**config.mk**
```make
export PLATFORM = sky130hd
export DESIGN_NAME = spi_mode3_top
export DESIGN_NICKNAME = d
export VERILOG_FILES = /design/src/spi_timing_pkg.sv /design/src/spi_data_pkg.sv /design/src/spi_tx_stage.sv /design/src/spi_shift_engine.sv /design/src/spi_rx_stage.sv /design/src/spi_mode3_top.sv
export SDC_FILE = /design/constraint.sdc
export NUM_CORES = 1
export LEC_CHECK = 0
export ABC_AREA = 1
export BUFFER_PORTS_ARGS = -buffer_cell sky130_fd_sc_hd__clkbuf_2
export CAP_MARGIN = 20
export CORE_ASPECT_RATIO = 1.1
export CORE_MARGIN = 5
export CORE_UTILIZATION = 57
export CTS_CLUSTER_DIAMETER = 40
export DETAILED_ROUTE_END_ITERATION = 8
export GPL_ROUTABILITY_DRIVEN = 0
export PLACE_DENSITY = 0.78
export SETUP_SLACK_MARGIN = 0.1
export SLEW_MARGIN = 20
export SYNTH_ARGS = -nofsm -noshare
export SYNTH_HDL_FRONTEND = slang
export SYNTH_SLANG_ARGS = --single-unit
```
**constraint.sdc**
```tcl
create_clock -name SCK -period 1.8 [get_ports SCK]
set_input_delay 0.36 -clock SCK [delete_from_list [all_inputs] [get_ports SCK]]
set_output_delay 0.36 -clock SCK [all_outputs]
set_load 0.05 [all_outputs]
```
**src/spi_timing_pkg.sv**
```systemverilog
`default_nettype none

package spi_timing_pkg;

   // engine sequencing
   typedef enum logic [1:0] {
      st_idle    = 2'd0,  // ss high, waiting for a byte
      st_shift   = 2'd1,  // byte on the wire
      st_hold    = 2'd2,  // ss low between the two bytes of a pair
      st_release = 2'd3   // single cycle, raises ss
   } engine_state_t;

   localparam int clk_div_max = 3;  // sclk half period up to 16 SCK cycles
   localparam int div_cnt_w   = 5;  // holds a count of 16

   // half period of sclk in SCK cycles, 2**(div+1), out-of-range div clamped
   function automatic int half_period_of(int div);
      int d;
      d = (div > clk_div_max) ? clk_div_max : div;
      if (d < 0) d = 0;
      return 2 ** (d + 1);
   endfunction

endpackage

`default_nettype wire

```
**src/spi_data_pkg.sv**
```systemverilog
`default_nettype none

package spi_data_pkg;

   //////////////////////////////////////////////////////////////////////
   // serial payload
   //////////////////////////////////////////////////////////////////////

   typedef logic [7:0] spi_byte_t;  // one byte on mosi or miso

   localparam int byte_bits = $bits(spi_byte_t);  // bits per transfer
   localparam int bit_cnt_w = 4;                  // counts 0..8

   //////////////////////////////////////////////////////////////////////
   // idle line levels
   //////////////////////////////////////////////////////////////////////

   localparam logic mosi_idle = 1'b1;  // mosi parked high
   localparam logic sclk_idle = 1'b1;  // mode 3, clock idles high
   localparam logic ss_idle   = 1'b1;  // select inactive

   // shift register fill, keeps mosi at its idle level once the byte is out
   localparam spi_byte_t idle_byte = {byte_bits{mosi_idle}};

endpackage

`default_nettype wire

```
**src/spi_tx_stage.sv**
```systemverilog
`timescale 1ns/10ps
`default_nettype none

module spi_tx_stage
   import spi_data_pkg::*;
(
   input  logic      SCK,
   input  logic      clr,
   input  logic      start,       // one-cycle strobe with tx_data
   input  spi_byte_t tx_data,
   input  logic      take,        // engine copies pend_byte this cycle
   output logic      pend_valid,
   output spi_byte_t pend_byte,
   output logic      busy
);

   logic accept;  // start that the buffer takes

   //////////////////////////////////////////////////////////////////////
   // user side
   //////////////////////////////////////////////////////////////////////

   // a take frees the slot in the same cycle, so a start
   // landing on take refills it directly
   assign busy   = pend_valid & ~take;
   assign accept = start & ~busy;  // start while busy is dropped

   //////////////////////////////////////////////////////////////////////
   // one-entry buffer
   //////////////////////////////////////////////////////////////////////

   always_ff @(posedge SCK or posedge clr) begin
      if (clr) begin
         pend_valid <= 1'b0;
      end else begin
         if (accept) begin
            pend_valid <= 1'b1;  // new byte, also when replacing on take
         end else if (take) begin
            pend_valid <= 1'b0;  // engine has it
         end
      end
   end

   always_ff @(posedge SCK) begin
      if (accept) begin
         pend_byte <= tx_data;  // payload, no reset
      end
   end

endmodule

`default_nettype wire

```
**src/spi_shift_engine.sv**
```systemverilog
`timescale 1ns/10ps
`default_nettype none

module spi_shift_engine
   import spi_timing_pkg::*;
   import spi_data_pkg::*;
#(
   parameter int clk_div   = 0,     // sclk half period is 2**(clk_div+1)
   parameter bit msb_first = 1'b1,  // 1 msb first, 0 lsb first
   parameter bit pair_mode = 1'b1   // keep ss low over two bytes
) (
   input  logic      SCK,
   input  logic      clr,
   input  logic      pend_valid,
   input  spi_byte_t pend_byte,
   output logic      take,          // one-cycle pulse, byte copied
   input  logic      miso,
   output logic      ss,
   output logic      sclk,
   output logic      mosi,
   output logic      sample_pulse,  // on each rising sclk
   output logic      miso_bit,
   output logic      byte_end       // with the eighth rising sclk
);

   localparam int half_period = half_period_of(clk_div);
   localparam logic [div_cnt_w-1:0] div_last = div_cnt_w'(half_period - 1);
   localparam logic [bit_cnt_w-1:0] last_bit = bit_cnt_w'(byte_bits - 1);

   engine_state_t          state;
   logic [div_cnt_w-1:0]   div_cnt;     // SCK cycles into the half period
   logic [bit_cnt_w-1:0]   bit_cnt;     // rising edges so far
   spi_byte_t              tx_shreg;
   spi_byte_t              tx_shifted;
   logic                   pair_first;  // current byte opens a pair
   logic                   half_done;

   //////////////////////////////////////////////////////////////////////
   // transmit shift register
   //////////////////////////////////////////////////////////////////////

   always_comb begin
      if (msb_first) begin
         tx_shifted = {tx_shreg[byte_bits-2:0], mosi_idle};  // fill from lsb
      end else begin
         tx_shifted = {mosi_idle, tx_shreg[byte_bits-1:1]};  // fill from msb
      end
   end

   assign mosi      = msb_first ? tx_shreg[byte_bits-1] : tx_shreg[0];
   assign half_done = (div_cnt == div_last);  // sclk toggles after this cycle

   //////////////////////////////////////////////////////////////////////
   // sequencer, divider and bit counter
   //////////////////////////////////////////////////////////////////////

   always_ff @(posedge SCK or posedge clr) begin
      if (clr) begin
         state        <= st_idle;
         div_cnt      <= '0;
         bit_cnt      <= '0;
         pair_first   <= 1'b0;
         take         <= 1'b0;
         ss           <= ss_idle;
         sclk         <= sclk_idle;
         sample_pulse <= 1'b0;
         miso_bit     <= 1'b0;
         byte_end     <= 1'b0;
         tx_shreg     <= idle_byte;  // mosi high out of reset
      end else begin
         take         <= 1'b0;  // pulses
         sample_pulse <= 1'b0;
         byte_end     <= 1'b0;
         case (state)
            st_idle, st_hold: begin
               if (pend_valid) begin
                  take       <= 1'b1;
                  ss         <= ~ss_idle;   // no-op when coming from hold
                  tx_shreg   <= pend_byte;  // first bit on mosi with take
                  div_cnt    <= '0;
                  bit_cnt    <= '0;
                  pair_first <= pair_mode && (state == st_idle);
                  state      <= st_shift;
               end
            end
            st_shift: begin
               if (half_done) begin
                  div_cnt <= '0;
                  sclk    <= ~sclk;
                  if (sclk) begin
                     // falling edge, first one keeps the bit set up at take
                     if (bit_cnt != '0) begin
                        tx_shreg <= tx_shifted;
                     end
                  end else begin
                     // rising edge, slave data is stable here
                     sample_pulse <= 1'b1;
                     miso_bit     <= miso;
                     bit_cnt      <= bit_cnt + 1'b1;
                     if (bit_cnt == last_bit) begin
                        byte_end <= 1'b1;
                        state    <= pair_first ? st_hold : st_release;
                     end
                  end
               end else begin
                  div_cnt <= div_cnt + 1'b1;
               end
            end
            st_release: begin
               ss       <= ss_idle;
               tx_shreg <= idle_byte;  // mosi back to idle with ss
               state    <= st_idle;
            end
            default: state <= st_release;
         endcase
      end
   end

endmodule

`default_nettype wire

```
**src/spi_rx_stage.sv**
```systemverilog
`timescale 1ns/10ps
`default_nettype none

module spi_rx_stage
   import spi_data_pkg::*;
#(
   parameter bit msb_first = 1'b1  // first bit received lands in the msb
) (
   input  logic      SCK,
   input  logic      clr,
   input  logic      sample_pulse,
   input  logic      miso_bit,
   input  logic      byte_end,  // comes with the last sample_pulse
   output spi_byte_t rx_data,
   output logic      done
);

   spi_byte_t rx_shreg;
   spi_byte_t rx_next;  // shreg incl. this cycle's bit

   always_comb begin
      rx_next = rx_shreg;
      if (sample_pulse) begin
         if (msb_first) begin
            rx_next = {rx_shreg[byte_bits-2:0], miso_bit};  // shift left
         end else begin
            rx_next = {miso_bit, rx_shreg[byte_bits-1:1]};  // shift right
         end
      end
   end

   always_ff @(posedge SCK) begin
      if (byte_end) begin
         rx_shreg <= '0;  // next byte starts clean
      end else begin
         rx_shreg <= rx_next;
      end
   end

   // holding register and done strobe
   always_ff @(posedge SCK or posedge clr) begin
      if (clr) begin
         rx_data <= '0;
         done    <= 1'b0;
      end else begin
         done <= byte_end;
         if (byte_end) begin
            rx_data <= rx_next;  // eighth bit included
         end
      end
   end

endmodule

`default_nettype wire

```
**src/spi_mode3_top.sv**
```systemverilog
`timescale 1ns/10ps
`default_nettype none

module spi_mode3_top
   import spi_data_pkg::*;
#(
   parameter int clk_div   = 1,     // 0..3, sclk half period 2..16 SCK
   parameter bit msb_first = 1'b1,
   parameter bit pair_mode = 1'b1   // two bytes per ss frame
) (
   input  logic      SCK,
   input  logic      clr,
   // user side
   input  logic      start,
   input  spi_byte_t tx_data,
   output logic      busy,
   output logic      done,
   output spi_byte_t rx_data,
   // spi bus
   output logic      ss,
   output logic      sclk,
   output logic      mosi,
   input  logic      miso
);

   logic      pend_valid;
   spi_byte_t pend_byte;
   logic      take;
   logic      sample_pulse;
   logic      miso_bit;
   logic      byte_end;

   //////////////////////////////////////////////////////////////////////
   // input side
   //////////////////////////////////////////////////////////////////////

   spi_tx_stage tx_stage_i (
      .SCK        (SCK),
      .clr        (clr),
      .start      (start),
      .tx_data    (tx_data),
      .take       (take),
      .pend_valid (pend_valid),
      .pend_byte  (pend_byte),
      .busy       (busy)
   );

   //////////////////////////////////////////////////////////////////////
   // serial engine
   //////////////////////////////////////////////////////////////////////

   spi_shift_engine #(
      .clk_div   (clk_div),
      .msb_first (msb_first),
      .pair_mode (pair_mode)
   ) engine_i (
      .SCK          (SCK),
      .clr          (clr),
      .pend_valid   (pend_valid),
      .pend_byte    (pend_byte),
      .take         (take),
      .miso         (miso),
      .ss           (ss),
      .sclk         (sclk),
      .mosi         (mosi),
      .sample_pulse (sample_pulse),
      .miso_bit     (miso_bit),
      .byte_end     (byte_end)
   );

   //////////////////////////////////////////////////////////////////////
   // output side
   //////////////////////////////////////////////////////////////////////

   spi_rx_stage #(
      .msb_first (msb_first)
   ) rx_stage_i (
      .SCK          (SCK),
      .clr          (clr),
      .sample_pulse (sample_pulse),
      .miso_bit     (miso_bit),
      .byte_end     (byte_end),
      .rx_data      (rx_data),
      .done         (done)
   );

endmodule

`default_nettype wire

```
### Word-level counts from Yosys, hierarchy flattened

Index checks and enable logic that the tools add are counted.

* muxes and demuxes: 32
* equal/unequal tests: 11
* reductions and logical operators: 14
* bitwise gates (word level): 5
* $add $sub $neg: 2

Operators by type and width (count)
* 8-bit 2-to-1 mux: 5
* 8-bit case mux with 3 select lines: 1
* 1-bit 2-to-1 mux: 13
* 4-bit 2-to-1 mux: 3
* 4-bit AND reduction: 3
* 5-bit 2-to-1 mux: 2
* 5-bit case mux with 2 select lines: 1
* 2-bit 2-to-1 mux: 4
* 2-bit by 1-bit inequality test with 1-bit output, second input constant: 4
* 4-bit case mux with 2 select lines: 1
* 2-bit AND reduction: 4
* 2-bit case mux with 3 select lines: 1
* 2-bit nonzero test: 3
* 5-bit by 1-bit adder with 5-bit output, second input constant: 1
* 5-bit by 2-bit equality test with 1-bit output, second input constant: 1
* 4-bit by 1-bit adder with 4-bit output, second input constant: 1
* 2-bit equality test, second input constant: 2
* 4-bit by 3-bit equality test with 1-bit output, second input constant: 1
* 2-bit inequality test, second input constant: 2
* 4-bit nonzero test: 1
* 1-bit NOT: 3
* 3-bit AND reduction: 1
* 1-bit bitwise AND: 2
* 2-bit by 1-bit equality test with 1-bit output, second input constant: 1
* other kinds (3): 3

* bits in registers: 52
* logic and storage cells: 80
* input bits: 12

### Depth between registers and ports, before layout

* word-level depth: 5
* depth in mapped cells: 9
* depth with buffers taken out: 8

### Cells and area by module

A second synthesis with hierarchy kept.

* cells, all modules: 269
* area, all modules: 2394.8 um2

Modules (own cells, without submodules)
* spi_shift_engine: cells each 165, times used 1, area each 1398.8 um2
* spi_rx_stage: cells each 88, times used 1, area each 694.4 um2
* spi_tx_stage: cells each 16, times used 1, area each 301.5 um2

### Worst setup path before layout

No wires, ideal clock.

* kind: register to register
* from: register tx_stage_i.pend_valid
* to: register tx_stage_i.pend_byte[0] (enable)
* data required time: 1.470 ns
* buffers on the path: 0
* clock period less this slack: 1.687 ns
* setup time: 0.330 ns
* path slack: 0.113 ns
* stages on the path, launching flop included: 4
* data arrival time: 1.357 ns
* cells stage by stage: dfrtp_1 > inv_1 > nor2_1 > nor2_1

* cells in the longest elaborated chain, start to end: 3

RTL lines
* start: declaration: RTL line spi_tx_stage.sv:12 `output logic pend_valid,`
* start signal: assignment: RTL line spi_tx_stage.sv:34 `pend_valid <= 1'b0;`
* start signal: assignment: RTL line spi_tx_stage.sv:37 `pend_valid <= 1'b1;`
* start signal: assignment: RTL line spi_tx_stage.sv:39 `pend_valid <= 1'b0;`
* 1-bit bitwise AND: RTL line spi_tx_stage.sv:25 `assign busy = pend_valid & ~take;`
* named net busy: RTL line spi_mode3_top.sv:16 `output logic busy,`
* 1-bit NOT: RTL line spi_tx_stage.sv:26 `assign accept = start & ~busy;`
* 1-bit bitwise AND: RTL line spi_tx_stage.sv:26
* named net tx_stage_i.accept: RTL line spi_tx_stage.sv:17 `logic accept;`
* end signal: assignment: RTL line spi_tx_stage.sv:46 `pend_byte <= tx_data;`
* end: declaration: RTL line spi_tx_stage.sv:13 `output spi_byte_t pend_byte,`

The timed path passes the listed nets, and every way through them passes these cells.
A chain may end at the register's enable or synchronous reset.

### Worst setup path in the final report

* from: register engine_i.sclk
* to: output sclk

RTL lines
* start: declaration: RTL line spi_shift_engine.sv:19 `output logic sclk,`
* start signal: assignment: RTL line spi_shift_engine.sv:65 `sclk <= sclk_idle;`
* start signal: assignment: RTL line spi_shift_engine.sv:89 `sclk <= ~sclk;`
* end: declaration: RTL line spi_mode3_top.sv:21 `output logic sclk,`

No word-level cell between the ends.

==> reports/qor.yml <==
outcome: "completed"
io_pins: 25
die_w_um: 69.8
cp.arrival_ns: 1.22
power_density_mw_per_mm2: 776
first_iter_violations: 72
numPortBuffers: 24
synth_top_area_cell: "dfrtp_1"
hold_viol: 0
worstPathCellList: "clkbuf_2"
slew_headroom: 0.701
antenna_found_initial: 0
track_usage: 0.156
drcViolationCount: 0
min_period_ns: 1.58
grt_setup_unrepaired: "no"
antenna_cells: 0
cts_root_buf: "clkbuf_8"
fin_tns_setup_ns: 0
cts_resized: 0
multi_input_area_um2: 813
skew_ns: 0.00910
path_class: "flop to primary output"
seq_area_frac_synth: 0.585
min_period_over_period: 0.876
viasPerCell: 4.99
max_freq_mhz: 634
drive_gt1_frac: 0.237
ys_ff_latch: 52
clock_latency_ns: 0.31
dp_hpwl_um: 2630
ys.flop_type: "dfrtp_1"
cp.required_ns: 1.44
cts_tree: "done"
vias: 1542
ir_drop_mv: 0.572
drt_pass1_iterations: 4
synth-edff-count: 8
cts_buffer_depth: 2
clk_pin_slew_worst_paths_ns: 0.10
crit_path_top_delay_cell: "dfstp_2"
total_power_w: 0.00193
cts_setup_buffers: 0
area_growth_pct: 11.0
yosys-top-cells-count: "nand2_1 (65), o21ai_0 (28), dfrtp_1 (26)"
worst_pin_slew_ns: 0.448
fp.dieArea_mm2: 0.00529
grt_pass1_vias: 1484
avgSynthCellArea_um2: 9.76
cts.sinks: 52
synth_top_area_frac: 0.290
start_util: 0.579
nNetsFinal: 271
synthArstFlopShare: 0.692
totalWireLength_um: 3600
path_buf_inv: 1
setup_viol: 0
fin_area_mm2: 0.00249
grt_max_degree: 37
p_leak_nw: 1.14
cpLargestDelayFamily: "flip-flops"
coreArea_mm2: 0.00387
path_max_fanout: 6
hold_path_class: "input port to asynchronous set/reset pin"
critPathLaunchType: "flop"
syn_nets: 245
ys_types: 31
die_y_um: 75.8
seqCellArea_mm2: 0.00131
yosysMostFrequentCell: "nand2_1"
drtAntennaViolNets: 0
cts-buffers-inserted: 5
htree_levels: 2
yosysWarnings: 0
max_cap_viol_count: 0
cp.depth: 1
ys_top_cells_by_area: "dfrtp_1 (29%), dfstp_2 (12%), nand2_1 (11%)"
wire_per_inst_um: 11.6
synthesis.instances: 230
fill_cells: 312
grt_remaining_overflow: 0
drv_slew: 0
postPlaceCellArea_mm2: 0.00240
max_stage_delay_ns: 0.61
crit_path_end_kind: "primary output"
rows: 24
reg2reg_depth: 7
cts_hold_buf: 0
grt_pass1_wl_um: 6490
fin_hold_ws_ns: 0.119
synth.cell_area_mm2: 0.00224
-- power by group --
part,internal (W),leakage [nW],switching (W)
logic,0.0000172,0.516,0.0000331
clock network,0.000283,0.0487,0.000388
registers,0.00120,0.579,0.00000553
-- area by class of cell --
cell class | instances | area share
Clock inverter | 3 | 0.0105
Clock buffer | 5 | 0.0276
Inverter | 15 | 0.0246
Multi-Input combinational cell | 155 | 0.326
Tap cell | 52 | 0.0261
Timing Repair Buffer | 27 | 0.0573
Sequential cell | 52 | 0.527
-- worst paths after layout --
| path | slack, ns | end | from |
|---|---|---|---|
| setup / recovery | 0.22 | sclk | engine_i.sclk$_DFFE_PP1P_ |
| max in group asynchronous | 1.33 | engine_i.tx_shreg[4]$_DFFE_PP1P_ | clr |
| min in group SCK | 0.23 | tx_stage_i.pend_byte[5]$_DFFE_PP_ | tx_data[5] |
| setup reg to reg | 0.26 | engine_i.bit_cnt[2]$_DFFE_PP0P_ | engine_i.state[1]$_DFFE_PP0P_ |
| hold / removal | 0.12 | rx_stage_i.rx_data[7]$_DFFE_PP0P_ | clr |
| hold reg to reg | 0.47 | engine_i.tx_shreg[6]$_DFFE_PP1P_ | engine_i.tx_shreg[6]$_DFFE_PP1P_ |
-- stage by stage --
stage | cells | utilization | setup WS, ns
final | 309 | 0.643 | 0.223
after floorplan | 230 | - | 0.113
after global routing | 309 | 0.643 | 0.121
after CTS | 309 | 0.643 | 0.205
after detailed placement | 301 | 0.619 | 0.275
after global placement | 301 | 0.619 | 0.330
-- cell usage in the layout (no fill, tap or decap), drive strengths merged, types with 5 or more instances in the layout --
cell type  instances
dfstp             10
nand3             13
inv               15
clkbuf            29
edfxtp             8
o21ai             33
mux2i              5
nor2              15
dfrtp             26
nand4             10
dfxtp              8
nand2             69
-- metal layers --
metal  track usage  up-vias  part of all wire
met5             0        -                 0
met4        0.0574        0             0.013
met3        0.0422        4             0.059
met2         0.273       35              0.47
met1         0.188      692              0.46
li1              -      811                 -
-- cells by family after synthesis --
group / count (synthesis) / synth area share
buffers and inverters: 23 / 0.0524
flip-flops: 52 / 0.585
XOR/XNOR: 1 / 0.00390
adder cells (fa/ha/maj): 3 / 0.0167
multiplexers: 5 / 0.0223
AND/OR/NAND/NOR: 109 / 0.233
AO/OA/AOI/OAI: 37 / 0.0864
-- registers in the layout, indices dropped and copies added (netlist names), 2 cells and up --
signal                flops
engine_i.state            2
engine_i.div_cnt          5
engine_i.tx_shreg         8
engine_i.bit_cnt          4
tx_stage_i.pend_byte      8
rx_stage_i.rx_data        8
rx_stage_i.rx_shreg       8
-- worst reg2reg max path: stages, from the launching register on --
cell	delay (ns)
dfrtp_1	0.51
inv_1	0.10
nand2_2	0.21
clkinv_4	0.16
nand2_4	0.18
nand3_4	0.13
nand2_1	0.08
o21ai_1	0.06
(Power assumes the default switching activity.)
